`config.mk`:
```
export PLATFORM = sky130hd
export DESIGN_NAME = multicore_top
export DESIGN_NICKNAME = d
export VERILOG_FILES = /design/src/core_bus_pkg.sv /design/src/core_array_pkg.sv /design/src/multicore_top.sv /design/src/core_ctrl_regs.sv /design/src/result_select.sv /design/src/accum_core.sv /design/src/stagger_release.sv
export SDC_FILE = /design/constraint.sdc
export NUM_CORES = 2
export LEC_CHECK = 0
export BUFFER_PORTS_ARGS = -buffer_cell sky130_fd_sc_hd__buf_4
export CAP_MARGIN = 20
export CORE_AREA = 5 5 291 293
export CTS_BUF_LIST = sky130_fd_sc_hd__clkbuf_4 sky130_fd_sc_hd__clkbuf_8
export CTS_CLUSTER_DIAMETER = 30
export DETAILED_ROUTE_END_ITERATION = 10
export DIE_AREA = 0 0 296 298
export GPL_ROUTABILITY_DRIVEN = 0
export PLACE_DENSITY_LB_ADDON = 0.1
export SYNTH_ARGS = -nofsm -noshare
export SYNTH_HDL_FRONTEND = slang
export SYNTH_HIERARCHICAL = 1
export SYNTH_SLANG_ARGS = --single-unit
```
`constraint.sdc`:
```
create_clock -name clk -period 14.2 [get_ports clk]
set_clock_uncertainty 0.05 [all_clocks]
set_input_delay 2.84 -clock clk [delete_from_list [all_inputs] [get_ports clk]]
set_output_delay 2.84 -clock clk [all_outputs]
set_load 0.005 [all_outputs]
```
`src/core_bus_pkg.sv`:
```
`default_nettype none

package core_bus_pkg;

	// ==================================================
	// wishbone classic, master to slave and back
	// ==================================================
	typedef struct packed {
		logic cyc;
		logic stb;
		logic we;
		logic [3:0] adr;
		logic [31:0] dat;
		logic [3:0] sel;
	} wb_req_t;

	typedef struct packed {
		logic ack;
		logic [31:0] dat;
	} wb_rsp_t;

	// ==================================================
	// register map, word addresses
	// ==================================================
	localparam logic [3:0] ADR_CTRL = 4'd0;
	localparam logic [3:0] ADR_STATUS = 4'd1;
	localparam logic [3:0] ADR_RESULT = 4'd2;

endpackage

`default_nettype wire

```
`src/core_array_pkg.sv`:
```
`default_nettype none

package core_array_pkg;

	// ==================================================
	// array dimensions
	// ==================================================
	localparam int N_CORES = 8;
	localparam int TAPS = 4;
	localparam int DATA_W = 31;
	localparam int ID_W = 3;
	localparam int STAGGER_W = 8;

	// ==================================================
	// stream and result words
	// ==================================================

	// one broadcast sample, seen by every core in the same cycle
	typedef struct packed {
		logic valid;
		logic signed [DATA_W-1:0] data;
	} sample_t;

	// a finished job, tagged with the core that produced it
	typedef struct packed {
		logic [ID_W-1:0] id;
		logic signed [DATA_W-1:0] value;
	} result_t;

endpackage

`default_nettype wire
```
`src/multicore_top.sv`:
```
`timescale 1ns/100ps
`default_nettype none

module multicore_top
	import core_array_pkg::*;
	import core_bus_pkg::*;
(
	input logic clk,
	input logic rst,
	input wb_req_t wb_req,
	output wb_rsp_t wb_rsp,
	input sample_t sample_in,
	output result_t result_out
);

	logic [STAGGER_W-1:0] stagger_interval;
	logic start;
	logic [N_CORES-1:0] core_hold;
	logic [N_CORES-1:0] running;
	logic [N_CORES-1:0] offer_ready;
	logic [N_CORES-1:0] grant;
	result_t offers [N_CORES];
	result_t taken;
	logic taken_valid;
	logic room;

	assign running = ~core_hold;

	core_ctrl_regs u_regs (
		.clk(clk),
		.rst(rst),
		.wb_req(wb_req),
		.wb_rsp(wb_rsp),
		.stagger_interval(stagger_interval),
		.start(start),
		.running(running),
		.taken(taken),
		.taken_valid(taken_valid),
		.room(room),
		.result_out(result_out)
	);

	stagger_release u_release (
		.clk(clk),
		.rst(rst),
		.start(start),
		.stagger_interval(stagger_interval),
		.core_hold(core_hold)
	);

	// ==================================================
	// core array, all fed from the same sample stream
	// ==================================================
	for (genvar i = 0; i < N_CORES; i++) begin : g_core
		accum_core #(
			.CORE_ID(i)
		) u_core (
			.clk(clk),
			.rst(rst),
			.hold(core_hold[i]),
			.sample_in(sample_in),
			.grant(grant[i]),
			.offer(offers[i]),
			.offer_ready(offer_ready[i])
		);
	end

	result_select u_select (
		.clk(clk),
		.rst(rst),
		.offers(offers),
		.offer_ready(offer_ready),
		.room(room),
		.grant(grant),
		.taken(taken),
		.taken_valid(taken_valid)
	);

endmodule

`default_nettype wire

```
`src/core_ctrl_regs.sv`:
```
`timescale 1ns/100ps
`default_nettype none

module core_ctrl_regs
	import core_array_pkg::*;
	import core_bus_pkg::*;
(
	input logic clk,
	input logic rst,
	input wb_req_t wb_req,
	output wb_rsp_t wb_rsp,
	output logic [STAGGER_W-1:0] stagger_interval,
	output logic start,
	input logic [N_CORES-1:0] running,
	input result_t taken,
	input logic taken_valid,
	output logic room,
	output result_t result_out
);

	logic ack;
	logic [31:0] rdata;
	logic req_go;
	logic result_full;
	result_t result_reg;

	// a request is acted on once, in the cycle that raises ack
	assign req_go = wb_req.cyc && wb_req.stb && !ack;

	// ==================================================
	// bus handshake and control writes
	// ==================================================
	always_ff @(posedge clk) begin
		if (rst) begin
			ack <= 1'b0;
			start <= 1'b0;
			stagger_interval <= '0;
		end else begin
			ack <= req_go;
			start <= 1'b0;
			if (req_go && wb_req.we && wb_req.adr == ADR_CTRL) begin
				if (wb_req.sel[0]) begin
					stagger_interval <= wb_req.dat[STAGGER_W-1:0];
				end
				if (wb_req.sel[1] && wb_req.dat[8]) begin
					start <= 1'b1;
				end
			end
		end
	end

	// read data is sampled together with ack
	always_ff @(posedge clk) begin
		if (req_go && !wb_req.we) begin
			case (wb_req.adr)
				ADR_CTRL: rdata <= {{(32 - STAGGER_W){1'b0}}, stagger_interval};
				ADR_STATUS: rdata <= {{(31 - N_CORES){1'b0}}, result_full, running};
				ADR_RESULT: rdata <= {result_full, result_reg.id, result_reg.value[27:0]};
				default: rdata <= '0;
			endcase
		end
	end

	// ==================================================
	// result holding register
	// ==================================================
	always_ff @(posedge clk) begin
		if (rst) begin
			result_full <= 1'b0;
		end else begin
			if (req_go && !wb_req.we && wb_req.adr == ADR_RESULT && result_full) begin
				result_full <= 1'b0;
			end
			// the selector only hands over when room was high
			if (taken_valid) begin
				result_full <= 1'b1;
			end
		end
	end

	always_ff @(posedge clk) begin
		if (taken_valid) begin
			result_reg <= taken;
		end
	end

	assign room = !result_full;
	assign result_out = result_reg;
	assign wb_rsp = '{ack: ack, dat: rdata};

endmodule

`default_nettype wire

```
`src/result_select.sv`:
```
`timescale 1ns/100ps
`default_nettype none

module result_select
	import core_array_pkg::*;
(
	input logic clk,
	input logic rst,
	input result_t offers [N_CORES],
	input logic [N_CORES-1:0] offer_ready,
	input logic room,
	output logic [N_CORES-1:0] grant,
	output result_t taken,
	output logic taken_valid
);

	logic [ID_W-1:0] pick;
	logic pick_valid;
	logic issue;

	// lowest index wins, so scan from the top and let lower hits overwrite
	always_comb begin
		pick = '0;
		pick_valid = 1'b0;
		for (int i = N_CORES - 1; i >= 0; i--) begin
			if (offer_ready[i]) begin
				pick = ID_W'(i);
				pick_valid = 1'b1;
			end
		end
	end

	// while a transfer is in flight the granted core still shows ready
	// and room has not yet dropped, so hold off for that cycle
	assign issue = room && !taken_valid && pick_valid;

	always_ff @(posedge clk) begin
		if (rst) begin
			grant <= '0;
			taken_valid <= 1'b0;
		end else begin
			grant <= '0;
			taken_valid <= issue;
			if (issue) begin
				grant[pick] <= 1'b1;
			end
		end
	end

	always_ff @(posedge clk) begin
		if (issue) begin
			taken <= offers[pick];
		end
	end

endmodule

`default_nettype wire

```
`src/accum_core.sv`:
```
`timescale 1ns/100ps
`default_nettype none

module accum_core
	import core_array_pkg::*;
#(
	parameter int CORE_ID = 0
) (
	input logic clk,
	input logic rst,
	input logic hold,
	input sample_t sample_in,
	input logic grant,
	output result_t offer,
	output logic offer_ready
);

	localparam int TAP_W = $clog2(TAPS);
	localparam logic signed [DATA_W-1:0] WEIGHT = DATA_W'(CORE_ID + 1);

	logic [TAP_W-1:0] taps;
	logic signed [DATA_W-1:0] acc;
	logic signed [DATA_W-1:0] sum_next;
	logic signed [DATA_W-1:0] product;

	// the sum wraps at DATA_W bits, as does the weighted product
	assign sum_next = acc + sample_in.data;

	always_ff @(posedge clk) begin
		if (rst || hold) begin
			acc <= '0;
			taps <= '0;
			offer_ready <= 1'b0;
		end else if (offer_ready) begin
			// samples arriving now are not ours, wait for the selector
			if (grant) begin
				offer_ready <= 1'b0;
				acc <= '0;
			end
		end else if (sample_in.valid) begin
			acc <= sum_next;
			if (taps == TAP_W'(TAPS - 1)) begin
				taps <= '0;
				offer_ready <= 1'b1;
			end else begin
				taps <= taps + 1'b1;
			end
		end
	end

	// product is captured with the last tap and held while offering
	always_ff @(posedge clk) begin
		if (!offer_ready && sample_in.valid && taps == TAP_W'(TAPS - 1)) begin
			product <= sum_next * WEIGHT;
		end
	end

	assign offer = '{id: ID_W'(CORE_ID), value: product};

endmodule

`default_nettype wire

```
`src/stagger_release.sv`:
```
`timescale 1ns/100ps
`default_nettype none

module stagger_release
	import core_array_pkg::*;
(
	input logic clk,
	input logic rst,
	input logic start,
	input logic [STAGGER_W-1:0] stagger_interval,
	output logic [N_CORES-1:0] core_hold
);

	logic active;
	logic [STAGGER_W-1:0] cnt;
	logic [ID_W-1:0] ptr;

	// a sequence can only be started from the all-held state
	// so a second start while cores are leaving hold does nothing
	always_ff @(posedge clk) begin
		if (rst) begin
			core_hold <= '1;
			active <= 1'b0;
			cnt <= '0;
			ptr <= '0;
		end else if (!active) begin
			if (start && (&core_hold)) begin
				active <= 1'b1;
				cnt <= '0;
				ptr <= '0;
			end
		end else if (cnt == stagger_interval) begin
			// interval spent, let the next core run
			core_hold[ptr] <= 1'b0;
			cnt <= '0;
			ptr <= ptr + 1'b1;
			if (ptr == ID_W'(N_CORES - 1)) begin
				active <= 1'b0;
			end
		end else begin
			cnt <= cnt + 1'b1;
		end
	end

endmodule

`default_nettype wire

```
Word-level counts from Yosys, hierarchy flattened
Index checks and enable logic that the tools add are counted.
{ "classes": {"n_addsub": 18, "n_mul": 4, "order_cmp": 5, "n_eq_ne": 21, "n_mux": 101, "bitwise_logic": 14, "n_reduce_logical": 82} }
{ "ops": {"columns": ["op", "n"], "rows": [
  ["31-bit 2-to-1 mux", 24],
  ["31-bit adder", 8],
  ["34-bit binary-select mux with 3-bit select", 1],
  ["32-bit one-hot mux with 3 select lines", 1],
  ["34-bit 2-to-1 mux", 2],
  ["31-bit by 4-bit multiplier with 31-bit output, second input constant", 2],
  ["1-bit 2-to-1 mux", 49],
  ["2-bit AND reduction", 19],
  ["3-bit 2-to-1 mux", 11],
  ["31-bit by 3-bit multiplier with 30-bit output, second input constant", 1],
  ["31-bit by 3-bit multiplier with 31-bit output, second input constant", 1],
  ["1-bit logical AND", 29],
  ["8-bit 2-to-1 mux", 3],
  ["2-bit nonzero test", 10],
  ["2-bit by 1-bit adder with 2-bit output, second input constant", 8],
  ["2-bit == test, second input constant", 8],
  ["2-bit 2-to-1 mux", 8],
  ["2-bit by 1-bit inequality test with 1-bit output, second input constant", 8],
  ["8-bit inverter", 2],
  ["1-bit zero test", 12],
  ["1-bit inverter", 10],
  ["8-bit by 1-bit adder with 8-bit output, second input constant", 1],
  ["8-bit AND", 1],
  ["8-bit == test", 1],
  ["other kinds (14)", 25]
]} }
{ "word_totals": {"regBits": 653, "input_bits": 77, "out_inout_bits": 67} }

Depth between registers and ports, before layout
{ "depth": {"ltp_word": 12, "ltp_mapped": 26} }

Cells and area by module
Netlist, hierarchy kept.
{ "modules_own_cells": {"columns": ["module", "instances", "cells_each", "area_each_um2", "seq_area_each_um2"], "rows": [
  ["accum_core at g_core[6].u_core", 1, 731, 6444.9, 1611.5],
  ["accum_core at g_core[4].u_core", 1, 570, 5331.4, 1611.5],
  ["accum_core at g_core[2].u_core", 1, 559, 5310.1, 1611.5],
  ["accum_core at g_core[5].u_core", 1, 556, 5220.0, 1561.5],
  ["result_select", 1, 506, 4008.8, 1201.2],
  ["accum_core at g_core[0].u_core", 1, 368, 3771.1, 1611.5],
  ["accum_core at g_core[3].u_core", 1, 374, 3666.0, 1511.4],
  ["accum_core at g_core[1].u_core", 1, 356, 3603.5, 1561.5],
  ["accum_core at g_core[7].u_core", 1, 341, 3430.8, 1461.4],
  ["core_ctrl_regs", 1, 171, 2811.4, 2202.1],
  ["stagger_release", 1, 106, 979.7, 400.4],
  ["multicore_top", 1, 8, 30.0, 0.0]
]} }

Worst setup path before layout
No wires, ideal clock.
{ "synth_path": {"path_kind": "input to register", "startpoint": "input port sample_in[0] (netlist name)", "endpoint": "register g_core[6].u_core.product[30] (data pin)", "setup_ps": 268, "arrival_time_ps": 7794, "required_ps": 13882, "slack_ps": 6088, "path_stages": 26, "path_cell_list": "ha_1 -> inv_1 -> fa_1 -> nor2b_1 -> o21ai_0 -> a31oi_1 -> o211ai_1 -> a21boi_0 -> o21a_1 -> or3_1 -> and2_1 -> ha_1 -> inv_1 -> fa_1 -> inv_1 -> ha_1 -> clkbuf_1 -> and4_1 -> or3_1 -> o22ai_1 -> o31ai_1 -> a311oi_1 -> o21bai_1 -> o22ai_1 -> xnor2_1 -> xnor3_1"} }
{ "synth_between": {"elab_chain_len": 2} }
{ "synth_lines": {"columns": ["element", "line", "source"], "rows": [
  ["start, declared", "multicore_top.sv:12", "input sample_t sample_in,"],
  ["31-bit adder", "accum_core.sv:27", "assign sum_next = acc + sample_in.data;"],
  ["31-bit by 4-bit multiplier with 31-bit output", "accum_core.sv:54", "product <= sum_next * WEIGHT;"],
  ["end signal, assigned", "accum_core.sv:54", null],
  ["end, declared", "accum_core.sv:24", "logic signed [DATA_W-1:0] product;"]
]} }
Every way passes these cells.
A chain may end at the register's enable or synchronous reset.

Final worst setup path
Same ends and word-level chain as after synthesis.

==> results.ini <==
[critical_path]
r2r-start=g_core[6].u_core/acc[0]
path_max_fanout=9
cp-end-kind=flop
startpoint=sample_in[0]
crit_required_ns=14.70
critPathLaunchType=input port
path_class=in2reg
worstPathArrival_ns=8.99

[die]
die_y_microns=298
fp.dieW_microns=296
core_area_sq_um=81600
rows=105
initial_core_util_pct=54.7
die-area_sq_um=88200
io_pins=144

[placement]
numPortBuffers=118
placed_area_sq_um=46300
place_inst=5678
hpwlAfterDp_microns=98500
dp_slack_ns=5.08

[clocking]
htreeDepth=4
cts_root_buf=clkbuf_8
post-cts-setup-buffer-count=0
cts_tree=yes
cts.sinks=646
clock_latency_ns=0.85
cts_resized=0
cts_hold_buf=0
numCtsBuffers=165
clkSlewWorstSetupHoldPaths_ns=0.06
cts_buffer_depth=3

[yosys]
synth.largest_area_cell=edfxtp_1
yosys_warnings=6
synth_top_area_share_pct=23.0
synth_cell_types=131
ys_seq_area_share_pct=36.6
syn-mean-instance-area_sq_um=9.60
ys_async_sr_fraction_pct=0
synthFlopType=edfxtp_1
synth_edf_count=341
synth_cells=4646
synth_area_leaders=edfxtp_1 23%, dfxtp_1 14%, ha_1 13%
synth_seq_cells=646
netlist_area_sq_um=44600

[run]
maxCapViolCount=0

[timing]
tns_ns=0
finalCritPeriodShare_pct=59.8
relSlewSlack_pct=28.1
fin_hold_ws_ns=0.360
max_freq_mhz=118
rsz0062_at_grt=false
finalHoldViolations=0
drv_slew=0
worstMarginPinSlew_ns=1.08
setup_viol=0
setup_ws_ns=5.71
fin_crit_ns=8.49

[pwr]
vdd_ir_drop_max_uv=78.6
leakage_nw=21.9
power.density_nw_per_um2=110
total_power_mw=5.56

[grt]
grt_pass1_vias=34400
overflow=0
grt_max_degree=70
grtUsageTotal_pct=30.6
grt_pass1_wl_microns=208000
antenna_found_initial=9

[route]
postRouteAntennaNets=0
post_drt_wl_per_cell_microns=23.2
first_pass_iters=6
viasPerCell=6.23
drt_iter0_markers=3784
wl_microns=139000
vias=37300
drcViolationCount=0

[finish]
layout_common_cells=464 x ha_1, 422 x a21oi_1, 347 x nor2_1, 341 x edfxtp_1, 304 x dfxtp_1
drive_gt1_share_pct=12.9
fin_cells=5991
final_common_cell=ha_1
syn_to_final_growth_pct=12.8
post-route-cell-area_sq_um=50300
nets=5356
fin_util_pct=61.7

[min_path]
min_from=u_select/taken[30]
hold_class=reg2reg

[status]
status=finished clean

layer usage:
layer	up-vias	wire [microns]	global-route usage (%)
met2	1535	58800	45.7
li1	17600	-	-
met5	-	16	0
met3	274	12300	5.65
met1	17900	61000	43.6
met4	2	6510	12.9
cell type report:
class,count,area [sq um]
fillers,6916,31300
multi-input cells,3610,26700
flip-flops and latches,646,16300
clock buffers,212,2760
well taps,1070,1340
clock inverters,97,1250
repair buffers,160,1210
inverters,193,724
diodes,3,7.51
cell families (layout without fill, tap and decap cells):
family                   count (synthesis)  after routing  share of synthesized area (%)
flip-flops                             646            646                           36.6
multiplexers                            48             48                           1.31
adder cells (fa/ha/maj)                503            503                           14.8
AND/OR/NAND/NOR                       1172           1172                           13.1
AO/OA/AOI/OAI                         1527           1527                           23.5
XOR/XNOR                               329            329                           6.66
other                                   15             34                          0.126
buffers and inverters                  406            662                           3.93
path summary, 6_finish.rpt:
check	endpoint	slack, ns	cells past startpoint
min	u_regs/result_out[30]	0.36	0
max	g_core[6].u_core/product[30]	5.71	26
max reg2reg	g_core[6].u_core/product[30]	7.76	25
min reg2reg	u_regs/result_out[30]	0.36	0
report_power, final:
| group | internal, mW | switching, mW |
|---|---|---|
| clock network | 1.73 | 1.04 |
| registers | 2.00 | 0.000543 |
| logic | 0.318 | 0.479 |
Yosys cell counts (46+ instances only):
cell,count
dfxtp_1,305
o21bai_1,50
clkbuf_1,143
o21ai_0,227
nand2_1,223
ha_1,464
inv_1,193
edfxtp_1,341
and3_1,50
nor2_1,350
and2_1,61
a21o_1,170
nand3_1,175
a22o_1,90
nor2b_1,48
a21oi_1,426
nor3_1,46
xor2_1,100
o21a_1,46
xnor2_1,221
a22oi_1,142
nand2b_1,55
sequential cells by signal (all words and copies together) (netlist names), 8 cells and up:
signal                     flops
u_release/cnt                  8
g_core.u_core/product        241
u_regs/stagger_interval        8
g_core.u_core/acc            241
g_core.u_core/offer_ready      8
u_regs/result_out             34
u_regs/rdata                  32
u_select/grant                 8
g_core.u_core/taps            16
u_select/taken                34
u_release/core_hold            8
critical path, stage by stage:
cell	delay [ns]
buf_4	0.30
ha_1	0.25
inv_1	0.06
fa_1	0.40
nor2b_1	0.16
o21ai_0	0.15
a31oi_1	0.46
o211ai_1	0.20
a21boi_0	0.36
o21a_1	0.17
o21ai_0	0.10
and2_1	0.18
ha_1	0.27
inv_1	0.05
fa_1	0.49
inv_1	0.04
ha_1	0.38
and4_1	0.27
or3_1	0.32
o22ai_1	0.16
o31ai_1	0.15
a311oi_1	0.33
o21bai_1	0.18
o22ai_1	0.19
xnor2_1	0.16
xnor3_1	0.34
Note: power is estimated with default switching activity, not from simulation.
